<file path="src/logic/crdt_pkg.sv">
package crdt_pkg;

   // -------------------------------------------------------------------
   // sizes
   // -------------------------------------------------------------------

   // class index order is P = 0, NP = 1, CPL = 2
   localparam int NUM_CLASS  = 3;

   localparam int HDR_CNT_W  = 13;
   localparam int DATA_CNT_W = 16;

   // per-class count fields on the update strobes
   localparam int HDR_UPD_W  = 2;
   localparam int DATA_UPD_W = 4;

   // header length field, in dwords
   localparam int LEN_W      = 10;

   // -------------------------------------------------------------------
   // header type codes
   // -------------------------------------------------------------------

   localparam logic [7:0] TYPE_P_MWR32  = 8'h40;
   localparam logic [7:0] TYPE_P_MWR64  = 8'h60;
   localparam logic [7:0] TYPE_NP_MRD32 = 8'h00;
   localparam logic [7:0] TYPE_NP_MRD64 = 8'h20;
   localparam logic [7:0] TYPE_CPL      = 8'h0A;
   localparam logic [7:0] TYPE_CPLD     = 8'h4A;

   // type bit that says the header carries data
   localparam int PAYLOAD_BIT  = 6;

   // counters below this level hold off the upstream
   localparam int BP_THRESHOLD = 3;

   // -------------------------------------------------------------------
   // types
   // -------------------------------------------------------------------

   typedef logic [HDR_CNT_W-1:0]  hdr_cnt_t;
   typedef logic [DATA_CNT_W-1:0] data_cnt_t;

   typedef struct packed {
      logic [NUM_CLASS-1:0]                vld;
      logic [NUM_CLASS-1:0][HDR_UPD_W-1:0] cnt;
   } hdr_upd_t;

   typedef struct packed {
      logic [NUM_CLASS-1:0]                 vld;
      logic [NUM_CLASS-1:0][DATA_UPD_W-1:0] cnt;
   } data_upd_t;

   // one-hot class plus data credits, all zero when idle
   typedef struct packed {
      logic [NUM_CLASS-1:0] cls;
      logic [LEN_W-2:0]     dcrdt;
   } tlp_evt_t;

   typedef struct packed {
      hdr_cnt_t  [NUM_CLASS-1:0] hdr;
      data_cnt_t [NUM_CLASS-1:0] data;
   } crdt_avail_t;

   typedef struct packed {
      logic [NUM_CLASS-1:0] hdr;
      logic [NUM_CLASS-1:0] data;
   } crdt_inf_t;

endpackage

</file>
<file path="src/logic/tlp_classifier.sv">
`timescale 1ns/1ns

module tlp_classifier (
   input  logic                          clk,
   input  logic                          srst_reg,
   input  logic                          tx_hdr_valid_i,
   input  logic [crdt_pkg::LEN_W-1:0]    tx_hdr_len_i,
   input  logic [7:0]                    tx_hdr_type_i,
   output crdt_pkg::tlp_evt_t            tlp_evt_o
);

   logic [crdt_pkg::NUM_CLASS-1:0] cls;
   logic [crdt_pkg::LEN_W-2:0]     len_crdt;
   logic [crdt_pkg::LEN_W-2:0]     dcrdt;

   // class decode, unknown types fall through with no class
   always_comb begin
      cls = '0;
      if (tx_hdr_valid_i) begin
         case (tx_hdr_type_i)
            crdt_pkg::TYPE_P_MWR32,
            crdt_pkg::TYPE_P_MWR64:  cls[0] = 1'b1;
            crdt_pkg::TYPE_NP_MRD32,
            crdt_pkg::TYPE_NP_MRD64: cls[1] = 1'b1;
            crdt_pkg::TYPE_CPL,
            crdt_pkg::TYPE_CPLD:     cls[2] = 1'b1;
            default:                 cls = '0;
         endcase
      end
   end

   // dwords to 4-dword credits, rounded up
   assign len_crdt = {1'b0, tx_hdr_len_i[crdt_pkg::LEN_W-1:2]} +
                     {{(crdt_pkg::LEN_W-2){1'b0}}, |tx_hdr_len_i[1:0]};

   // only payload types draw on the data counters
   assign dcrdt = ((|cls) && tx_hdr_type_i[crdt_pkg::PAYLOAD_BIT]) ? len_crdt : '0;

   always_ff @(posedge clk or posedge srst_reg) begin
      if (srst_reg) begin
         tlp_evt_o <= '0;
      end else begin
         tlp_evt_o.cls   <= cls;
         tlp_evt_o.dcrdt <= dcrdt;
      end
   end

endmodule

</file>
<file path="src/logic/crdt_init_ctrl.sv">
`timescale 1ns/1ns

module crdt_init_ctrl (
   input  logic                            clk,
   input  logic                            srst_reg,
   input  logic [crdt_pkg::NUM_CLASS-1:0]  hcrdt_init_i,
   input  logic [crdt_pkg::NUM_CLASS-1:0]  dcrdt_init_i,
   output logic [crdt_pkg::NUM_CLASS-1:0]  hinit_q_o,
   output logic [crdt_pkg::NUM_CLASS-1:0]  dinit_q_o,
   output logic [crdt_pkg::NUM_CLASS-1:0]  hcrdt_init_ack_o,
   output logic [crdt_pkg::NUM_CLASS-1:0]  dcrdt_init_ack_o
);

   // one replied bit per channel, set once the ack has gone out
   logic [crdt_pkg::NUM_CLASS-1:0] hreplied_q;
   logic [crdt_pkg::NUM_CLASS-1:0] dreplied_q;

   // -------------------------------------------------------------------
   // input capture
   // -------------------------------------------------------------------

   always_ff @(posedge clk or posedge srst_reg) begin
      if (srst_reg) begin
         hinit_q_o <= '0;
         dinit_q_o <= '0;
      end else begin
         hinit_q_o <= hcrdt_init_i;
         dinit_q_o <= dcrdt_init_i;
      end
   end

   // -------------------------------------------------------------------
   // acknowledge per channel
   // -------------------------------------------------------------------

   always_ff @(posedge clk or posedge srst_reg) begin
      if (srst_reg) begin
         hreplied_q       <= '0;
         dreplied_q       <= '0;
         hcrdt_init_ack_o <= '0;
         dcrdt_init_ack_o <= '0;
      end else begin
         for (int i = 0; i < crdt_pkg::NUM_CLASS; i++) begin
            // header channels
            if (hinit_q_o[i]) begin
               hcrdt_init_ack_o[i] <= ~hreplied_q[i];
               hreplied_q[i]       <= 1'b1;
            end else begin
               // init dropped, re-arm for the next request
               hcrdt_init_ack_o[i] <= 1'b0;
               hreplied_q[i]       <= 1'b0;
            end

            // data channels
            if (dinit_q_o[i]) begin
               dcrdt_init_ack_o[i] <= ~dreplied_q[i];
               dreplied_q[i]       <= 1'b1;
            end else begin
               dcrdt_init_ack_o[i] <= 1'b0;
               dreplied_q[i]       <= 1'b0;
            end
         end
      end
   end

endmodule

</file>
<file path="src/logic/crdt_counter.sv">
`timescale 1ns/1ns

module crdt_counter #(
   parameter type cnt_t = crdt_pkg::hdr_cnt_t
) (
   input  logic                               clk,
   input  logic                               srst_reg,
   input  cnt_t                               consume_i,
   input  logic                               upd_i,
   input  logic [crdt_pkg::DATA_UPD_W-1:0]    upd_cnt_i,
   input  logic                               init_q_i,
   output cnt_t                               count_o,
   output logic                               infinite_o
);

   cnt_t upd_amt;
   logic zero_upd;

   // returned credits, zero when no strobe this cycle
   assign upd_amt = upd_i ? cnt_t'(upd_cnt_i) : '0;

   // a zero-count return during init means no limit on this channel
   assign zero_upd = upd_i && init_q_i && (upd_cnt_i == '0);

   // -------------------------------------------------------------------
   // count
   // -------------------------------------------------------------------

   // consume and return can land together, wraps at the counter width
   always_ff @(posedge clk or posedge srst_reg) begin
      if (srst_reg) begin
         count_o <= '0;
      end else begin
         count_o <= count_o - consume_i + upd_amt;
      end
   end

   // -------------------------------------------------------------------
   // infinite flag
   // -------------------------------------------------------------------

   // sticky until reset
   always_ff @(posedge clk or posedge srst_reg) begin
      if (srst_reg) begin
         infinite_o <= 1'b0;
      end else if (zero_upd) begin
         infinite_o <= 1'b1;
      end
   end

endmodule

</file>
<file path="src/logic/tx_ready_gate.sv">
`timescale 1ns/1ns

module tx_ready_gate (
   input  logic                   clk,
   input  logic                   srst_reg,
   input  crdt_pkg::crdt_avail_t  avail_i,
   input  crdt_pkg::crdt_inf_t    inf_i,
   input  logic                   pio_ready_i,
   output logic                   tx_ready_o
);

   logic starved;

   // any finite counter under the threshold holds off the upstream
   always_comb begin
      starved = 1'b0;
      for (int i = 0; i < crdt_pkg::NUM_CLASS; i++) begin
         if (!inf_i.hdr[i] &&
             (avail_i.hdr[i] < crdt_pkg::hdr_cnt_t'(crdt_pkg::BP_THRESHOLD))) begin
            starved = 1'b1;
         end
         if (!inf_i.data[i] &&
             (avail_i.data[i] < crdt_pkg::data_cnt_t'(crdt_pkg::BP_THRESHOLD))) begin
            starved = 1'b1;
         end
      end
   end

   // low out of reset, stays low until credits arrive
   always_ff @(posedge clk or posedge srst_reg) begin
      if (srst_reg) begin
         tx_ready_o <= 1'b0;
      end else if (starved) begin
         tx_ready_o <= 1'b0;
      end else begin
         tx_ready_o <= pio_ready_i;
      end
   end

endmodule

</file>
<file path="src/logic/tx_crdt_top.sv">
`timescale 1ns/1ns

module tx_crdt_top (
   input  logic                            clk,
   input  logic                            srst_reg,
   input  logic                            tx_hdr_valid_i,
   input  logic [crdt_pkg::LEN_W-1:0]      tx_hdr_len_i,
   input  logic [7:0]                      tx_hdr_type_i,
   input  crdt_pkg::hdr_upd_t              hcrdt_upd_i,
   input  crdt_pkg::data_upd_t             dcrdt_upd_i,
   input  logic [crdt_pkg::NUM_CLASS-1:0]  hcrdt_init_i,
   input  logic [crdt_pkg::NUM_CLASS-1:0]  dcrdt_init_i,
   input  logic                            pio_ready_i,
   output logic [crdt_pkg::NUM_CLASS-1:0]  hcrdt_init_ack_o,
   output logic [crdt_pkg::NUM_CLASS-1:0]  dcrdt_init_ack_o,
   output logic                            tx_ready_o,
   output crdt_pkg::crdt_avail_t           crdt_avail_o
);

   crdt_pkg::tlp_evt_t             tlp_evt;
   logic [crdt_pkg::NUM_CLASS-1:0] hinit_q;
   logic [crdt_pkg::NUM_CLASS-1:0] dinit_q;

   // per-counter results, gathered into the structs below
   crdt_pkg::hdr_cnt_t             hdr_cnt  [crdt_pkg::NUM_CLASS];
   crdt_pkg::data_cnt_t            data_cnt [crdt_pkg::NUM_CLASS];
   logic                           hdr_inf  [crdt_pkg::NUM_CLASS];
   logic                           data_inf [crdt_pkg::NUM_CLASS];

   crdt_pkg::crdt_avail_t          crdt_avail;
   crdt_pkg::crdt_inf_t            crdt_inf;

   // -------------------------------------------------------------------
   // header decode and init handshake
   // -------------------------------------------------------------------

   tlp_classifier tlp_classifier_i (
      .clk            (clk),
      .srst_reg       (srst_reg),
      .tx_hdr_valid_i (tx_hdr_valid_i),
      .tx_hdr_len_i   (tx_hdr_len_i),
      .tx_hdr_type_i  (tx_hdr_type_i),
      .tlp_evt_o      (tlp_evt)
   );

   crdt_init_ctrl crdt_init_ctrl_i (
      .clk              (clk),
      .srst_reg         (srst_reg),
      .hcrdt_init_i     (hcrdt_init_i),
      .dcrdt_init_i     (dcrdt_init_i),
      .hinit_q_o        (hinit_q),
      .dinit_q_o        (dinit_q),
      .hcrdt_init_ack_o (hcrdt_init_ack_o),
      .dcrdt_init_ack_o (dcrdt_init_ack_o)
   );

   // -------------------------------------------------------------------
   // counters, one header and one data per class
   // -------------------------------------------------------------------

   for (genvar g = 0; g < crdt_pkg::NUM_CLASS; g++) begin : g_class
      crdt_pkg::hdr_cnt_t                  hdr_consume;
      crdt_pkg::data_cnt_t                 data_consume;
      logic [crdt_pkg::DATA_UPD_W-1:0]     hdr_upd_cnt;

      // one header credit per recognized header of this class
      assign hdr_consume  = crdt_pkg::hdr_cnt_t'(tlp_evt.cls[g]);
      assign data_consume = tlp_evt.cls[g] ? crdt_pkg::data_cnt_t'(tlp_evt.dcrdt) : '0;
      assign hdr_upd_cnt  = {{(crdt_pkg::DATA_UPD_W-crdt_pkg::HDR_UPD_W){1'b0}},
                             hcrdt_upd_i.cnt[g]};

      crdt_counter #(.cnt_t(crdt_pkg::hdr_cnt_t)) hdr_cnt_i (
         .clk        (clk),
         .srst_reg   (srst_reg),
         .consume_i  (hdr_consume),
         .upd_i      (hcrdt_upd_i.vld[g]),
         .upd_cnt_i  (hdr_upd_cnt),
         .init_q_i   (hinit_q[g]),
         .count_o    (hdr_cnt[g]),
         .infinite_o (hdr_inf[g])
      );

      crdt_counter #(.cnt_t(crdt_pkg::data_cnt_t)) data_cnt_i (
         .clk        (clk),
         .srst_reg   (srst_reg),
         .consume_i  (data_consume),
         .upd_i      (dcrdt_upd_i.vld[g]),
         .upd_cnt_i  (dcrdt_upd_i.cnt[g]),
         .init_q_i   (dinit_q[g]),
         .count_o    (data_cnt[g]),
         .infinite_o (data_inf[g])
      );
   end

   always_comb begin
      for (int i = 0; i < crdt_pkg::NUM_CLASS; i++) begin
         crdt_avail.hdr[i]  = hdr_cnt[i];
         crdt_avail.data[i] = data_cnt[i];
         crdt_inf.hdr[i]    = hdr_inf[i];
         crdt_inf.data[i]   = data_inf[i];
      end
   end

   assign crdt_avail_o = crdt_avail;

   // -------------------------------------------------------------------
   // back-pressure
   // -------------------------------------------------------------------

   tx_ready_gate tx_ready_gate_i (
      .clk         (clk),
      .srst_reg    (srst_reg),
      .avail_i     (crdt_avail),
      .inf_i       (crdt_inf),
      .pio_ready_i (pio_ready_i),
      .tx_ready_o  (tx_ready_o)
   );

endmodule

</file>
<file path="config.mk">
export PLATFORM = sky130hd
export DESIGN_NAME = tx_crdt_top
export DESIGN_NICKNAME = d
export VERILOG_FILES = /design/src/logic/crdt_pkg.sv /design/src/logic/tlp_classifier.sv /design/src/logic/crdt_init_ctrl.sv /design/src/logic/crdt_counter.sv /design/src/logic/tx_ready_gate.sv /design/src/logic/tx_crdt_top.sv
export SDC_FILE = /design/constraint.sdc
export NUM_CORES = 1
export LEC_CHECK = 0
export BUFFER_PORTS_ARGS = -buffer_cell sky130_fd_sc_hd__clkbuf_2
export CORE_UTILIZATION = 50
export CTS_CLUSTER_DIAMETER = 30
export DETAILED_ROUTE_END_ITERATION = 10
export PLACE_DENSITY_LB_ADDON = 0.08
export SKIP_CTS_REPAIR_TIMING = 1
export SYNTH_ARGS = -nofsm -noshare
export SYNTH_HDL_FRONTEND = slang
export SYNTH_SLANG_ARGS = --single-unit
</file>
<file path="constraint.sdc">
create_clock -name clk -period 11.2 [get_ports clk]
set_input_delay 2.24 -clock clk [delete_from_list [all_inputs] [get_ports clk]]
set_output_delay 2.24 -clock clk [all_outputs]
set_load 0.03 [all_outputs]
</file>
==> impl_metrics.py <==
metrics = {
    "status": {
        "status": "complete, no violations",
    },
    "clocking": {
        "cts_tree": "built",
        "cts_root_buffer": "clkbuf_16",
        "clockBufferDepth": 2,
        "h-tree-depth": 4,
        "cts_buffers": 17,
        "clkSinkCount": 124,
        "clk_pin_slew_ps": 60,
        "clk_latency_ps": 420,
    },
    "placed_design": {
        "place_area_um2": 10100,
        "hpwlAfterDp_mm": 15.6,
        "place_congestion": 0.886,
        "dp.cells": 1327,
        "portBuffers": 145,
    },
    "floorplanning": {
        "dieArea_um2": 18700,
        "core_um2": 17500,
        "rows": 48,
        "start_util_pct": 51.8,
        "die_w_um": 137,
        "ios": 146,
        "die_h_um": 137,
    },
    "sta": {
        "slew_headroom_pct": 37.9,
        "fin_setup_tns_ps": 0,
        "rsz0062_at_grt": "false",
        "finalHoldViolations": 0,
        "finalClockSkew_ps": 7.36,
        "timing.final.crit_share_pct": 39.8,
        "fin_crit_ps": 4460,
        "drv_slew": 0,
        "setup_violations": 0,
        "max_freq_mhz": 224,
        "tightest_slew_ps": 931,
    },
    "route": {
        "drt_pass1_iterations": 4,
        "vias": 7059,
        "finalWirelength_mm": 19.7,
        "wl_per_cell_um": 14.5,
        "drc": 0,
        "avgViaCountPerCell": 5.19,
        "drtAntennaViolNets": 0,
        "drtIter0Drc": 259,
    },
    "finish": {
        "fill_cells": 1544,
        "drive_above_1_share_pct": 17.2,
        "postLayoutCellArea_um2": 10600,
        "regArea_um2": 3100,
        "finalNetCount": 1337,
        "fin_util_pct": 60.8,
        "finalNonFillerCells": 1359,
        "syn2layout_area_growth_pct": 17.3,
        "multi_input_area_um2": 5420,
        "num_antenna_cells": 0,
    },
    "yosys": {
        "synth_common_cells": "149 x ha_1, 137 x inv_1, 124 x dfrtp_1, 74 x nor2_1, 59 x nand2_1",
        "yosysSeqAreaShare_pct": 34.2,
        "yosysMostFrequentCell": "ha_1",
        "post_synth_num_cell_types": 61,
        "synth_top_area_cell": "dfrtp_1",
        "netlist.area_leader.share_pct": 34.2,
        "postSynthAreaPerCell_um2": 9.42,
        "ys_ff_latch": 124,
        "synth_area_um2": 9060,
        "synth-edff-count": 0,
        "yosys_warnings": 0,
        "synth_top_flop_cell": "dfrtp_1",
        "syn-instance-count": 962,
        "synth_nets": 1178,
        "synth-async-reset-ratio_pct": 100,
        "synth_area_leaders": "dfrtp_1 34%, ha_1 21%, inv_1 5.7%, xnor2_1 3.6%, fa_1 3.3%",
    },
    "setup_path": {
        "slowest_stage": "fa_1",
        "start_kind": "input port",
        "worstPathArrival_ps": 4800,
        "required_ps": 11540,
        "crit_type": "in2reg",
        "cp_max_fo": 5,
        "worst_r2r_startpoint": "tlp_classifier_i.tlp_evt_o[9]",
        "slowest_delay_ps": 490,
        "startpoint": "dcrdt_upd_i[12]",
        "crit_chain": "clkbuf_2 > nand2_1 > fa_1 > inv_1 > fa_1 > a211oi_2 > o21bai_1 > a2111oi_2 > o21bai_1 > a21oi_1 > xnor2_1",
        "critPathCaptureType": "flip-flop",
    },
    "grt": {
        "grt_pass1_wl_mm": 32.0,
        "grt-ovfl-total": 0,
        "grt_max_degree": 70,
        "grt_usage_pct": 22.3,
        "first_global_vias": 6705,
        "grt_antenna_before_repair": 0,
    },
    "job": {
        "cap_violations": 0,
    },
    "hold_path": {
        "min_from": "crdt_init_ctrl_i.hinit_q_o[0]",
        "hp-class": "reg2reg",
    },
}
## kinds of logic after synthesis
family          Yosys count  share of synthesized area [%]
simple gates            267                           15.1
buf+inv                 143                           5.94
compound gates          191                           13.7
fa+ha+maj               164                           23.9
mux                       3                          0.345
xor+xnor                 70                           6.77
flops                   124                           34.2
## sequential cells by signal, indices dropped and copies added (netlist names)
register                           count
crdt_init_ctrl_i.hreplied_q            3
g_class.data_cnt_i.count_o            48
tx_ready_gate_i.tx_ready_o             1
tlp_classifier_i.tlp_evt_o            12
g_class.hdr_cnt_i.infinite_o           3
g_class.data_cnt_i.infinite_o          3
g_class.hdr_cnt_i.count_o             39
crdt_init_ctrl_i.hinit_q_o             3
crdt_init_ctrl_i.dreplied_q            3
crdt_init_ctrl_i.dinit_q_o             3
crdt_init_ctrl_i.hcrdt_init_ack_o      3
crdt_init_ctrl_i.dcrdt_init_ack_o      3
## worst paths after layout
kind,cells past startpoint,to,slack (ps)
setup / recovery,11,g_class[0].data_cnt_i.count_o[10],6740
hold / removal,0,crdt_init_ctrl_i.hreplied_q[0],390
setup reg to reg,10,g_class[0].data_cnt_i.count_o[10],8020
hold reg to reg,0,crdt_init_ctrl_i.hreplied_q[0],390
max in group asynchronous,3,g_class[1].data_cnt_i.count_o[7],7870
min in group asynchronous,2,g_class[0].hdr_cnt_i.count_o[8],1920
## placed cells by master, fill, tap and decap left out, types with 4 or more instances in the layout
| cell | instances |
|---|---|
| a211oi_1 | 20 |
| a21o_1 | 9 |
| a21oi_1 | 51 |
| a31o_2 | 4 |
| a31oi_1 | 13 |
| and2_1 | 20 |
| clkbuf_16 | 17 |
| clkbuf_2 | 145 |
| clkinvlp_4 | 9 |
| dfrtp_1 | 124 |
| fa_1 | 15 |
| ha_1 | 149 |
| inv_1 | 136 |
| nand2_1 | 59 |
| nand2b_1 | 25 |
| nand3_1 | 20 |
| nand3b_1 | 5 |
| nand4_1 | 4 |
| nor2_1 | 74 |
| nor2b_1 | 15 |
| nor3_1 | 5 |
| nor4_1 | 9 |
| nor4b_1 | 8 |
| o211ai_1 | 6 |
| o21a_1 | 7 |
| o21ai_0 | 40 |
| o21bai_1 | 4 |
| o31ai_1 | 8 |
| or2_2 | 4 |
| xnor2_1 | 37 |
| xor2_1 | 33 |
## area by class of cell
cell class / instances / area share, %
Multi-Input combinational cell: 695 / 51.0
Sequential cell: 124 / 29.2
Timing Repair Buffer: 146 / 6.90
Inverter: 137 / 4.86
Clock buffer: 19 / 4.26
Tap cell: 225 / 2.65
Clock inverter: 13 / 1.13
## worst max-delay path, delay by kind of cell
| kind | cells | cell delay, ps |
|---|---|---|
| AOI/OAI and AO/OA | 5 | 1180 |
| xor gates and xnor gates | 1 | 140 |
| and+or+nand+nor | 1 | 90 |
| adders and majority gates | 2 | 970 |
| buffers and inverters | 2 | 170 |
## stage by stage
stage,hold WS (ps),setup slack [ps]
detailed placement,376,6310
global placement,378,6350
floorplan,360,5660
CTS,390,6740
global route,402,6580
finish,387,6740
## metal layers
layer | up-vias | GRT usage (%) | wire length [um]
li1 | 3602 | - | -
met1 | 3300 | 29.3 | 9300
met2 | 133 | 36.3 | 9150
met3 | 24 | 4.93 | 895
met4 | 0 | 7.04 | 325
met5 | - | 0 | 0
Power is left out: the tool's default activity adds up to more than one toggle a clock period on the data nets, which glitch-free logic cannot reach.
